### src/common/i2c_pkg.sv
package i2c_pkg;

    //////////////////////////////////////////////////////////////////////
    // widths
    //////////////////////////////////////////////////////////////////////

    // 7-bit device address
    parameter int address_width = 7;

    // register address and data bytes
    parameter int byte_width = 8;

    // quarter-phase divider count
    parameter int divider_width = 16;

    //////////////////////////////////////////////////////////////////////
    // host side
    //////////////////////////////////////////////////////////////////////

    // read_write 1 selects a register read, 0 a register write
    typedef struct packed {
        logic                      read_write;
        logic [address_width-1:0]  device_address;
        logic [byte_width-1:0]     register_address;
        logic [byte_width-1:0]     write_data;
    } host_command_t;

    // read_data is zero after a write
    typedef struct packed {
        logic [byte_width-1:0]  read_data;
        logic                   nack_error;
    } host_result_t;

    //////////////////////////////////////////////////////////////////////
    // byte engine side
    //////////////////////////////////////////////////////////////////////

    typedef enum logic [2:0] {
        op_start,
        op_restart,
        op_stop,
        op_write,
        op_read
    } byte_op_t;

    // send_nack is the level the master leaves on SDA in the read ACK slot
    typedef struct packed {
        byte_op_t               op;
        logic [byte_width-1:0]  data;
        logic                   send_nack;
    } byte_command_t;

    // acked means the target held SDA low in the ACK slot
    typedef struct packed {
        logic [byte_width-1:0]  data;
        logic                   acked;
    } byte_result_t;

endpackage

### src/byte_engine/i2c_byte_engine.sv
`timescale 1ns/100ps

module i2c_byte_engine #(
    parameter int divider_width = i2c_pkg::divider_width
) (
    input  logic                        clock,
    input  logic                        reset_n,
    input  logic [divider_width-1:0]    divider,
    input  logic                        byte_req,
    input  i2c_pkg::byte_command_t      byte_command,
    output logic                        byte_ack,
    output i2c_pkg::byte_result_t       byte_result,
    input  logic                        scl_in,
    input  logic                        sda_in,
    output logic                        scl_oe,
    output logic                        sda_oe
);

    localparam int msb = i2c_pkg::byte_width - 1;
    localparam logic [3:0] ack_bit = 4'(i2c_pkg::byte_width);

    typedef enum logic [1:0] {
        eng_idle,
        eng_run,
        eng_done
    } engine_state_t;

    engine_state_t              state;
    logic [divider_width-1:0]   div_latched;
    logic [divider_width-1:0]   div_count;
    logic [1:0]                 phase;
    logic [3:0]                 bit_count;
    logic [msb:0]               shift_reg;
    logic                       acked;
    logic                       is_byte;
    logic                       hold;
    logic                       tick;
    logic                       next_sda;

    assign is_byte = (byte_command.op == i2c_pkg::op_write) ||
                     (byte_command.op == i2c_pkg::op_read);

    // SCL is released in phase 2 for every op but start, so a target
    // holding it low stalls the phase counter here
    assign hold = (state == eng_run) && (phase == 2'd2) &&
                  (byte_command.op != i2c_pkg::op_start) && !scl_in;

    assign tick = (state == eng_run) && !hold && (div_count == div_latched);

    // SDA level for the bit after the current one
    always_comb begin
        if (bit_count == ack_bit - 4'd1) begin
            next_sda = (byte_command.op == i2c_pkg::op_read) && !byte_command.send_nack;
        end else begin
            next_sda = (byte_command.op == i2c_pkg::op_write) && !shift_reg[msb];
        end
    end

    assign byte_ack = (state == eng_done);
    assign byte_result = '{data: shift_reg, acked: acked};

    //////////////////////////////////////////////////////////////////////
    // payload
    //////////////////////////////////////////////////////////////////////

    always_ff @(posedge clock) begin
        if (state == eng_idle && byte_req) begin
            div_latched <= divider;
            shift_reg <= byte_command.data;
        end else if (tick && phase == 2'd2 && is_byte) begin
            if (bit_count == ack_bit) begin
                acked <= !sda_in;
            end else begin
                shift_reg <= {shift_reg[msb-1:0], sda_in};
            end
        end
    end

    //////////////////////////////////////////////////////////////////////
    // control and bus drive
    //////////////////////////////////////////////////////////////////////

    always_ff @(posedge clock) begin
        if (!reset_n) begin
            state <= eng_idle;
            div_count <= '0;
            phase <= 2'd0;
            bit_count <= 4'd0;
            scl_oe <= 1'b0;
            sda_oe <= 1'b0;
        end else begin
            case (state)
                eng_idle: begin
                    if (byte_req) begin
                        state <= eng_run;
                        div_count <= '0;
                        phase <= 2'd0;
                        bit_count <= 4'd0;
                        case (byte_command.op)
                            i2c_pkg::op_start: begin
                                scl_oe <= 1'b0;
                                sda_oe <= 1'b0;
                            end
                            i2c_pkg::op_stop:  sda_oe <= 1'b1;
                            i2c_pkg::op_write: sda_oe <= !byte_command.data[msb];
                            default:           sda_oe <= 1'b0;
                        endcase
                    end
                end
                eng_run: begin
                    if (hold || tick) begin
                        div_count <= '0;
                    end else begin
                        div_count <= div_count + 1'b1;
                    end
                    if (tick) begin
                        phase <= phase + 2'd1;
                        case (phase)
                            2'd0: begin
                                if (byte_command.op == i2c_pkg::op_start) begin
                                    sda_oe <= 1'b1;
                                end else begin
                                    scl_oe <= 1'b0;
                                end
                            end
                            2'd2: begin
                                // restart leaves both lines released for the start
                                if (byte_command.op == i2c_pkg::op_stop) begin
                                    sda_oe <= 1'b0;
                                end else if (byte_command.op != i2c_pkg::op_restart) begin
                                    scl_oe <= 1'b1;
                                end
                            end
                            2'd3: begin
                                if (is_byte && bit_count != ack_bit) begin
                                    bit_count <= bit_count + 4'd1;
                                    sda_oe <= next_sda;
                                end else begin
                                    state <= eng_done;
                                end
                            end
                            default: begin
                            end
                        endcase
                    end
                end
                default: begin
                    if (!byte_req) begin
                        state <= eng_idle;
                    end
                end
            endcase
        end
    end

endmodule

### src/source/i2c_transaction_sequencer.sv
`timescale 1ns/100ps

module i2c_transaction_sequencer (
    input  logic                        clock,
    input  logic                        reset_n,
    input  logic                        host_req,
    input  i2c_pkg::host_command_t      host_command,
    output logic                        host_ack,
    output i2c_pkg::host_result_t       host_result,
    output logic                        byte_req,
    output i2c_pkg::byte_command_t      byte_command,
    input  logic                        byte_ack,
    input  i2c_pkg::byte_result_t       byte_result
);

    typedef enum logic [3:0] {
        seq_idle,
        seq_start,
        seq_addr_w,
        seq_reg,
        seq_data,
        seq_restart,
        seq_start_r,
        seq_addr_r,
        seq_read,
        seq_stop,
        seq_done
    } seq_state_t;

    seq_state_t                         state;
    seq_state_t                         next_step;
    i2c_pkg::host_command_t             command;
    logic [i2c_pkg::byte_width-1:0]     read_data;
    logic                               nack_error;
    logic                               write_step;

    assign host_ack = (state == seq_done);
    assign host_result = '{read_data: read_data, nack_error: nack_error};

    // address, register and data bytes all need the target's ACK
    assign write_step = (state == seq_addr_w) || (state == seq_reg) ||
                        (state == seq_data) || (state == seq_addr_r);

    //////////////////////////////////////////////////////////////////////
    // engine command for the current step
    //////////////////////////////////////////////////////////////////////

    always_comb begin
        byte_command = '{op: i2c_pkg::op_start, data: '0, send_nack: 1'b0};
        case (state)
            seq_addr_w: begin
                byte_command.op = i2c_pkg::op_write;
                byte_command.data = {command.device_address, 1'b0};
            end
            seq_reg: begin
                byte_command.op = i2c_pkg::op_write;
                byte_command.data = command.register_address;
            end
            seq_data: begin
                byte_command.op = i2c_pkg::op_write;
                byte_command.data = command.write_data;
            end
            seq_restart: byte_command.op = i2c_pkg::op_restart;
            seq_addr_r: begin
                byte_command.op = i2c_pkg::op_write;
                byte_command.data = {command.device_address, 1'b1};
            end
            seq_read: begin
                // single byte, so always answered with a NACK
                byte_command.op = i2c_pkg::op_read;
                byte_command.send_nack = 1'b1;
            end
            seq_stop: byte_command.op = i2c_pkg::op_stop;
            default: begin
            end
        endcase
    end

    always_comb begin
        case (state)
            seq_start:   next_step = seq_addr_w;
            seq_addr_w:  next_step = seq_reg;
            seq_reg:     next_step = command.read_write ? seq_restart : seq_data;
            seq_restart: next_step = seq_start_r;
            seq_start_r: next_step = seq_addr_r;
            seq_addr_r:  next_step = seq_read;
            seq_stop:    next_step = seq_done;
            default:     next_step = seq_stop;
        endcase
    end

    //////////////////////////////////////////////////////////////////////
    // transaction FSM
    //////////////////////////////////////////////////////////////////////

    always_ff @(posedge clock) begin
        if (!reset_n) begin
            state <= seq_idle;
            byte_req <= 1'b0;
        end else begin
            case (state)
                seq_idle: begin
                    if (host_req) begin
                        state <= seq_start;
                    end
                end
                seq_done: begin
                    if (!host_req) begin
                        state <= seq_idle;
                    end
                end
                default: begin
                    if (!byte_req && !byte_ack) begin
                        byte_req <= 1'b1;
                    end else if (byte_req && byte_ack) begin
                        byte_req <= 1'b0;
                        if (write_step && !byte_result.acked) begin
                            state <= seq_stop;
                        end else begin
                            state <= next_step;
                        end
                    end
                end
            endcase
        end
    end

    // capture and result payload
    always_ff @(posedge clock) begin
        if (state == seq_idle && host_req) begin
            command <= host_command;
            read_data <= '0;
            nack_error <= 1'b0;
        end else if (byte_req && byte_ack) begin
            if (write_step && !byte_result.acked) begin
                nack_error <= 1'b1;
            end
            if (state == seq_read) begin
                read_data <= byte_result.data;
            end
        end
    end

endmodule

### src/source/i2c_master.sv
`timescale 1ns/100ps

module i2c_master #(
    parameter int divider_width = i2c_pkg::divider_width
) (
    input  logic                        clock,
    input  logic                        reset_n,
    input  logic [divider_width-1:0]    divider,
    input  logic                        host_req,
    input  i2c_pkg::host_command_t      host_command,
    output logic                        host_ack,
    output i2c_pkg::host_result_t       host_result,
    input  logic                        scl_in,
    input  logic                        sda_in,
    output logic                        scl_oe,
    output logic                        sda_oe
);

    // byte link
    logic                       byte_req;
    logic                       byte_ack;
    i2c_pkg::byte_command_t     byte_command;
    i2c_pkg::byte_result_t      byte_result;

    i2c_transaction_sequencer u_sequencer (
        .clock        (clock),
        .reset_n      (reset_n),
        .host_req     (host_req),
        .host_command (host_command),
        .host_ack     (host_ack),
        .host_result  (host_result),
        .byte_req     (byte_req),
        .byte_command (byte_command),
        .byte_ack     (byte_ack),
        .byte_result  (byte_result)
    );

    i2c_byte_engine #(
        .divider_width (divider_width)
    ) u_byte_engine (
        .clock        (clock),
        .reset_n      (reset_n),
        .divider      (divider),
        .byte_req     (byte_req),
        .byte_command (byte_command),
        .byte_ack     (byte_ack),
        .byte_result  (byte_result),
        .scl_in       (scl_in),
        .sda_in       (sda_in),
        .scl_oe       (scl_oe),
        .sda_oe       (sda_oe)
    );

endmodule

### config.mk
export PLATFORM = sky130hd
export DESIGN_NAME = i2c_master
export DESIGN_NICKNAME = d
export VERILOG_FILES = /design/src/common/i2c_pkg.sv /design/src/byte_engine/i2c_byte_engine.sv /design/src/source/i2c_transaction_sequencer.sv /design/src/source/i2c_master.sv
export SDC_FILE = /design/constraint.sdc
export NUM_CORES = 1
export LEC_CHECK = 0
export ABC_AREA = 1
export BUFFER_PORTS_ARGS = -buffer_cell sky130_fd_sc_hd__buf_4
export CAP_MARGIN = 5
export CORE_AREA = 4 4 95 97
export DETAILED_ROUTE_END_ITERATION = 7
export DIE_AREA = 0 0 99 101
export HOLD_SLACK_MARGIN = 0.05
export PLACE_DENSITY = 0.88
export SLEW_MARGIN = 20
export SYNTH_ARGS = -nofsm -noshare
export SYNTH_HDL_FRONTEND = slang
export SYNTH_SLANG_ARGS = --single-unit
### constraint.sdc
create_clock -name clock -period 3.4 [get_ports clock]
set_clock_uncertainty 0.2 [all_clocks]
set_input_delay 0.34 -clock clock [delete_from_list [all_inputs] [get_ports clock]]
set_output_delay 0.34 -clock clock [all_outputs]
set_load 0.1 [all_outputs]
Word level (Yosys, flattened, before mapping). Cells that the tools add are included.

Bitwise gates (word level): 2. Muxes and demuxes: 50. Add/sub/neg operators: 3. Reductions and logical operators: 52. Equal/unequal tests: 41.

Operators by type and width (number): 2-to-1 mux 4 bit (9); 2-to-1 mux 16 bit (2); case mux 16 bit (2 select lines) (1); case mux 8 bit (4 select lines) (1); case mux 4 bit (7 select lines) (1); 2-to-1 mux 8 bit (3); inequality test 3 bit (second input constant) (8); equality test 4 x 3 -> 1 bit (second input constant) (5); adder 16 x 1 -> 16 bit (second input constant) (1); equality test 16 bit (1); equality test 4 bit (second input constant) (4); 2-to-1 mux 1 bit (16); case mux 4 bit (2 select lines) (2); logical AND 1 bit (15); 2-to-1 mux 2 bit (7); inequality test 2 bit (second input constant) (7); case mux 3 bit (4 select lines) (1); AND reduction 2 bit (5); AND reduction 5 bit (2); logical NOT 1 bit (9); equality test 4 x 2 -> 1 bit (second input constant) (2); inequality test 4 bit (second input constant) (2); case mux 1 bit (2 select lines) (4); case mux 2 bit (2 select lines) (2); 23 further kinds (38).

Input port bits: 45. Bits in registers: 89. Word-level logic and storage cells: 165. Output and inout port bits: 12.

Depth between registers and ports, before layout.
Depth in word-level cells: 13. Mapped depth: 13.

By module. From an unflattened synthesis, not the netlist that was laid out.

Cells, all modules: 604. Area total of the unflattened synthesis: 4772.1 µm².

Modules (own cells, without submodules): i2c_byte_engine (instances 1, cells each 419, area an instance 3079.2 µm²); i2c_transaction_sequencer (instances 1, cells each 185, area an instance 1692.9 µm²).

Worst setup path before layout. Ideal clock, no wire load.

Path kind: register to register. From: register u_sequencer.state[1]. To: register u_sequencer.command[0] (netlist name) (enable). Slack: 0.670 ns. Period minus slack after synthesis: 2.730 ns. Cell stages (with the launch flop): 6. Data arrival time: 2.112 ns. Setup time: 0.418 ns. Data required time: 2.782 ns. Cell sequence: dfxtp_1 nor2_2 inv_2 nor2_1 inv_1 nor2_1.

Cells in the longest elaborated chain, start to end: 2.

RTL lines: start, declared (line i2c_transaction_sequencer.sv:30) `seq_state_t state;`; start signal, assigned (line i2c_transaction_sequencer.sv:98) `state <= seq_idle;`; start signal, assigned (line i2c_transaction_sequencer.sv:104) `state <= seq_start;`; start signal, assigned (line i2c_transaction_sequencer.sv:109) `state <= seq_idle;`; logical NOT 4 bit (line i2c_transaction_sequencer.sv:130) `if (state == seq_idle && host_req) begin`; logical AND 1 bit (line i2c_transaction_sequencer.sv:130); end signal, assigned (line i2c_transaction_sequencer.sv:131) `command <= host_command;`; end, declared (line i2c_transaction_sequencer.sv:32) `i2c_pkg::host_command_t command;`.

No other way between the ends. A chain may end at the register's enable or synchronous reset.

Worst setup path after layout.
From: register u_sequencer.state[3]. To: register u_byte_engine.shift_reg[1] (enable).

Cells in the longest elaborated chain, start to end: 13. Elaborated cells on any way between the ends: 22. Classes of those cells: eq/ne: 9; mux: 1; reduce/logical: 12.

RTL lines: equality test 4 x 3 -> 1 bit or equality test 4 x 2 -> 1 bit (tied branches) (line i2c_transaction_sequencer.sv:50) `case (state)`; OR reduction 4 bit (no line); case mux 3 bit (4 select lines) (*) (line i2c_transaction_sequencer.sv:50); nonzero test 3 bit (line i2c_byte_engine.sv:46) `(byte_command.op != i2c_pkg::op_start) && !scl_in;`; logical AND 1 bit (line i2c_byte_engine.sv:45) `assign hold = (state == eng_run) && (phase == 2'd2) &&`; logical AND 1 bit (line i2c_byte_engine.sv:46); logical NOT 1 bit (line i2c_byte_engine.sv:48) `assign tick = (state == eng_run) && !hold && (div_count == div_latched);`; logical AND 1 bit (2 in series) (line i2c_byte_engine.sv:48); logical AND 1 bit (line i2c_byte_engine.sv:70) `end else if (tick && phase == 2'd2 && is_byte) begin`; logical AND 1 bit (*) (line i2c_byte_engine.sv:70); nonzero test 2 bit (no line) (*); AND reduction 2 bit (no line) (*); end signal, assigned (line i2c_byte_engine.sv:69) `shift_reg <= byte_command.data;`; end signal, assigned (line i2c_byte_engine.sv:74) `shift_reg <= {shift_reg[msb-1:0], sda_in};`; end, declared (line i2c_byte_engine.sv:33) `logic [msb:0] shift_reg;`.

Every way passes the cells marked *; elsewhere a longest branch is shown, timed or not.

==> flow_summary.html <==
<table>
<tr><th>Metric</th><th>Value</th></tr>
<tr><th colspan="2">Run status</th></tr>
<tr><td>Status</td><td>finished clean</td></tr>
<tr><th colspan="2">Worst setup path</th></tr>
<tr><td>List of cells traversed by the critical path</td><td>inv_2 -&gt; nand2_2 -&gt; nor2_4 -&gt; nor2_2 -&gt; nand3_2 -&gt; nand2_4 -&gt; nand4_1 -&gt; o21ai_1</td></tr>
<tr><td>Length in cells of the worst reg-to-reg path</td><td>8</td></tr>
<tr><td>Crit path capture</td><td>u_byte_engine.shift_reg[1]$_DFFE_PP_</td></tr>
<tr><td>Source of the worst register-to-register timing path</td><td>u_sequencer.state[3]$_SDFFE_PN0P_</td></tr>
<tr><td>Arrival time of the worst setup path</td><td>2.48 ns</td></tr>
<tr><td>Critical path start-end classification</td><td>reg2reg</td></tr>
<tr><td>Reg-to-reg slack, setup</td><td>0.74 ns</td></tr>
<tr><td>Maximum single-stage delay on the critical path</td><td>0.62 ns</td></tr>
<tr><td>Slowest library cell on the worst path</td><td>sky130_fd_sc_hd__o21ai_1</td></tr>
<tr><td>Biggest fanout along the worst timing path</td><td>19</td></tr>
<tr><td>Crit path from</td><td>u_sequencer.state[3]$_SDFFE_PN0P_</td></tr>
<tr><td>Critical Path Source Type</td><td>flip-flop</td></tr>
<tr><td>Critical Path Stages</td><td>8</td></tr>
<tr><td>Endpoint type of the worst setup path</td><td>flip-flop</td></tr>
<tr><td>Worst Path Buf+Inv</td><td>1</td></tr>
<tr><td>CP delay by family, top</td><td>simple AND/OR/NAND/NOR gates</td></tr>
<tr><td>Required time at the endpoint of the critical path</td><td>3.21 ns</td></tr>
<tr><td>Terminus of the critical flop-to-flop path</td><td>u_byte_engine.shift_reg[1]$_DFFE_PP_</td></tr>
<tr><th colspan="2">Place</th></tr>
<tr><td>Placer's final routability congestion estimate</td><td>1.021</td></tr>
<tr><td>Number of port buffers</td><td>56</td></tr>
<tr><td>Total half-perimeter wirelength after legalization and detailed placement</td><td>8675 µm</td></tr>
<tr><td>Number of instances in the placed design</td><td>750</td></tr>
<tr><th colspan="2">Finish</th></tr>
<tr><td>Biggest registers after layout</td><td>u_sequencer.command: 24 flops, u_byte_engine.div_count: 16 flops, u_byte_engine.div_latched: 16 flops</td></tr>
<tr><td>Final-layout fill cell count</td><td>582</td></tr>
<tr><td>Fraction of layout cells with a size suffix above 1</td><td>14.39%</td></tr>
<tr><td>Area overhead of the layout relative to synthesis</td><td>24.50%</td></tr>
<tr><td>Most flops, register</td><td>u_sequencer.command</td></tr>
<tr><td>Final std cells w/o fill</td><td>807</td></tr>
<tr><td>Final Net Count</td><td>750</td></tr>
<tr><td>Total inserted antenna cells</td><td>0</td></tr>
<tr><td>Flip-flop count of the largest register, all copies and words added</td><td>24</td></tr>
<tr><td>Area used by multi-input combinational logic</td><td>2054 µm²</td></tr>
<tr><td>Combined flip-flop and latch cell area</td><td>2272 µm²</td></tr>
<tr><th colspan="2">Power</th></tr>
<tr><td>Share of power burned in the clock network</td><td>22.5%</td></tr>
<tr><td>Part of the power in registers</td><td>43.1%</td></tr>
<tr><td>Logic pwr share</td><td>34.4%</td></tr>
<tr><td>Highest ir drop seen on vdd</td><td>0.5096 mV</td></tr>
<tr><td>Switching part of the total power</td><td>40.07%</td></tr>
<tr><td>Leakage</td><td>0.002414 µW</td></tr>
<tr><td>Power per standard cell area</td><td>605.8 nW/µm²</td></tr>
<tr><td>NetSw</td><td>1412 µW</td></tr>
<tr><td>Pint</td><td>2112 µW</td></tr>
<tr><th colspan="2">Logic synthesis</th></tr>
<tr><td>Share of the synthesized area in the top cell type</td><td>31.49%</td></tr>
<tr><td>Instance count of the mapped netlist</td><td>598</td></tr>
<tr><td>Summed instance area of the synthesized netlist</td><td>4672 µm²</td></tr>
<tr><td>Most repeated cell in the gate-level netlist after synthesis</td><td>sky130_fd_sc_hd__nand2_1</td></tr>
<tr><td>Warnings from Yosys</td><td>0</td></tr>
<tr><td>Commonest cells in the netlist</td><td>sky130_fd_sc_hd__nand2_1 (173), sky130_fd_sc_hd__inv_1 (72), sky130_fd_sc_hd__nor2_1 (61)</td></tr>
<tr><td>Synthesized flop and latch total</td><td>89</td></tr>
<tr><td>Leading cell types by total area after synthesis</td><td>sky130_fd_sc_hd__edfxtp_1 (31%), sky130_fd_sc_hd__dfxtp_1 (17%), sky130_fd_sc_hd__nand2_1 (14%), sky130_fd_sc_hd__inv_1 (5.8%), sky130_fd_sc_hd__nor2_1 (4.9%)</td></tr>
<tr><td>Number of synthesized flops with an enable pin</td><td>49</td></tr>
<tr><td>Cell variety after synth</td><td>33</td></tr>
<tr><td>Sequential cell area fraction in the yosys report</td><td>48.63%</td></tr>
<tr><td>Post-Synthesis Mean Instance Area</td><td>7.813 µm²</td></tr>
<tr><td>Yosys top cell by area</td><td>sky130_fd_sc_hd__edfxtp_1</td></tr>
<tr><td>Post-synth top flop</td><td>sky130_fd_sc_hd__edfxtp_1</td></tr>
<tr><td>Synthesized netlist net count</td><td>651</td></tr>
<tr><td>Async S/R FF share, synth</td><td>0%</td></tr>
<tr><th colspan="2">Flow run</th></tr>
<tr><td>Max-capacitance violation count</td><td>0</td></tr>
<tr><th colspan="2">Timing</th></tr>
<tr><td>Sum Neg Setup Slack</td><td>0 ns</td></tr>
<tr><td>Final-report max-slew violation count</td><td>0</td></tr>
<tr><td>Final min period</td><td>2.663 ns</td></tr>
<tr><td>Fmax</td><td>375.5 MHz</td></tr>
<tr><td>Unrepaired setup endpoints after global routing</td><td>no</td></tr>
<tr><td>Slew of the pin with the lowest slew margin</td><td>0.7372 ns</td></tr>
<tr><td>Worst rel slew slack</td><td>50.52%</td></tr>
<tr><td>Number of failing hold endpoints at the final stage</td><td>0</td></tr>
<tr><td>Crit share post-route</td><td>78.33%</td></tr>
<tr><td>Total of endpoints with negative setup slack in the final report</td><td>0</td></tr>
<tr><th colspan="2">Floorplan</th></tr>
<tr><td>Standard-cell row count</td><td>33</td></tr>
<tr><td>Die Footprint</td><td>9999 µm²</td></tr>
<tr><td>Chip height</td><td>101 µm</td></tr>
<tr><td>Area of the core</td><td>8134 µm²</td></tr>
<tr><td>Die Span X</td><td>99 µm</td></tr>
<tr><td>Starting density of the core</td><td>57.44%</td></tr>
<tr><td>Number of primary I/O pins</td><td>57</td></tr>
<tr><th colspan="2">GRT</th></tr>
<tr><td>Global Route Usage Sum</td><td>27.10%</td></tr>
<tr><td>Via count of the first global-routing pass</td><td>4403</td></tr>
<tr><td>Global-route wire length before repair</td><td>21450 µm</td></tr>
<tr><td>Pin count of the biggest net entering global routing</td><td>34</td></tr>
<tr><td>Antenna violations before repair</td><td>0</td></tr>
<tr><td>Gr ovfl total</td><td>0</td></tr>
<tr><th colspan="2">Route</th></tr>
<tr><td>Routed len/inst</td><td>16.30 µm</td></tr>
<tr><td>Via Count</td><td>4619</td></tr>
<tr><td>Drt first pass iters</td><td>8</td></tr>
<tr><td>First DRT Iteration DRCs</td><td>480</td></tr>
<tr><td>Post-DRT Antenna Nets</td><td>0</td></tr>
<tr><td>Post-Route WL</td><td>13150 µm</td></tr>
<tr><td>Number of vias per cell after detailed routing</td><td>5.724</td></tr>
<tr><td>Detailed-route DRC error count</td><td>0</td></tr>
<tr><th colspan="2">Clock tree</th></tr>
<tr><td>Cell at the root of the clock tree</td><td>sky130_fd_sc_hd__clkbuf_8</td></tr>
<tr><td>Clock tree from TritonCTS</td><td>yes</td></tr>
<tr><td>CTS clock-pin slew for the worst setup and hold paths</td><td>0.10 ns</td></tr>
<tr><td>Cts bufs inserted</td><td>9</td></tr>
<tr><td>Number of buffers on the longest clock path</td><td>2</td></tr>
<tr><td>CTS Sinks</td><td>89</td></tr>
<tr><td>Number of cells upsized or downsized after cts</td><td>0</td></tr>
<tr><td>Hold_buf cts</td><td>41</td></tr>
<tr><td>Depth of the CTS H-tree</td><td>3</td></tr>
<tr><td>Setup Buffers After CTS</td><td>0</td></tr>
<tr><td>Later-pin clock latency in the skew report</td><td>0.38 ns</td></tr>
<tr><th colspan="2">Min path</th></tr>
<tr><td>Worst Hold Class</td><td>in2reg</td></tr>
</table>
[per-stage QoR]
stage	hold WS [ns]	setup slack, ns	total power, µW	cell area (µm²)	utilization [%]
3_3_place_gp	0.2419	0.8597	2588	5195	63.87
5_1_grt	0.07639	0.5927	3702	5817	71.51
3_5_place_dp	0.2554	0.8345	2647	5195	63.87
6_report	0.09252	0.7368	3524	5817	71.51
4_1_cts	0.07835	0.8015	3458	5814	71.48
2_1_floorplan	0.2304	0.6704	2340	4672	-
[power by group through the flow]
| stage | combinational, µW | sequential (µW) | clock (µW) |
|---|---|---|---|
| after global routing | 1320 | 1540 | 850 |
| final | 1210 | 1520 | 793 |
| after floorplan | 774 | 1570 | 0 |
| after global placement | 1070 | 1520 | 0 |
| after CTS | 1160 | 1510 | 787 |
| after detailed placement | 1120 | 1530 | 0 |
[worst min-delay path, cell delays in order]
cell	delay, ns
sky130_fd_sc_hd__buf_4	0.17
sky130_fd_sc_hd__nand2_1	0.08
sky130_fd_sc_hd__nor2_1	0.03
[kinds of logic (layout without fill, tap and decap cells)]
logic type               count (synthesis)  count (layout)  synth area share (%)
AO/OA/AOI/OAI                           74              74                 8.945
XOR/XNOR                                 7               7                 1.312
adder cells (fa/ha/maj)                  8               8                 2.143
buffers and inverters                   90             194                 7.499
flip-flops                              89              89                 48.63
AND/OR/NAND/NOR                        330             330                 31.47
[placed cells by master (no fill, tap or decap), drive strengths merged, types with 7 or more instances in the layout]
cell,count
a21oi,40
a21o,7
clkbuf,9
edfxtp,49
nor2,69
o21ai,14
inv,79
nand4,30
a31oi,9
buf,60
nand3,39
nand2,179
dfxtp,40
ha,8
nor3,9
xor2,7
dlygate4sd3,41
[worst min-delay path by stage]
| stage | start | slack [ns] | cells after the start | to |
|---|---|---|---|---|
| 6_report | reset_n | 0.09 | 3 | u_byte_engine.bit_count[2]$_SDFFE_PN0P_ |
| 5_1_grt | reset_n | 0.08 | 3 | u_byte_engine.bit_count[2]$_SDFFE_PN0P_ |
| 4_1_cts | reset_n | 0.08 | 3 | u_byte_engine.bit_count[2]$_SDFFE_PN0P_ |
| 3_5_place_dp | u_sequencer.read_data[4]$_SDFFE_PP0P_ | 0.26 | 2 | u_sequencer.read_data[4]$_SDFFE_PP0P_ |
| 3_3_place_gp | u_sequencer.nack_error$_SDFFE_PP0P_ | 0.24 | 2 | u_sequencer.nack_error$_SDFFE_PP0P_ |
| 2_1_floorplan | u_sequencer.nack_error$_SDFFE_PP0P_ | 0.23 | 2 | u_sequencer.nack_error$_SDFFE_PP0P_ |
[area by class of cell]
cell class	count	area share, %
tap	105	2.259
clock buffer	9	2.129
timing repair buffer	101	14.80
inverter	77	4.969
clock inverter	7	1.463
sequential	89	39.06
multi-input combinational	419	35.32
[per-layer routing]
| layer | vias up | global-route usage (%) | wire (µm) |
|---|---|---|---|
| met5 | - | 0 | 0 |
| met4 | 0 | 10.40 | 400 |
| met3 | 50 | 3.460 | 1009 |
| met2 | 254 | 47.47 | 6637 |
| met1 | 2129 | 34.16 | 5104 |
| li1 | 2186 | - | - |
Power figures use the tool's default switching activity.
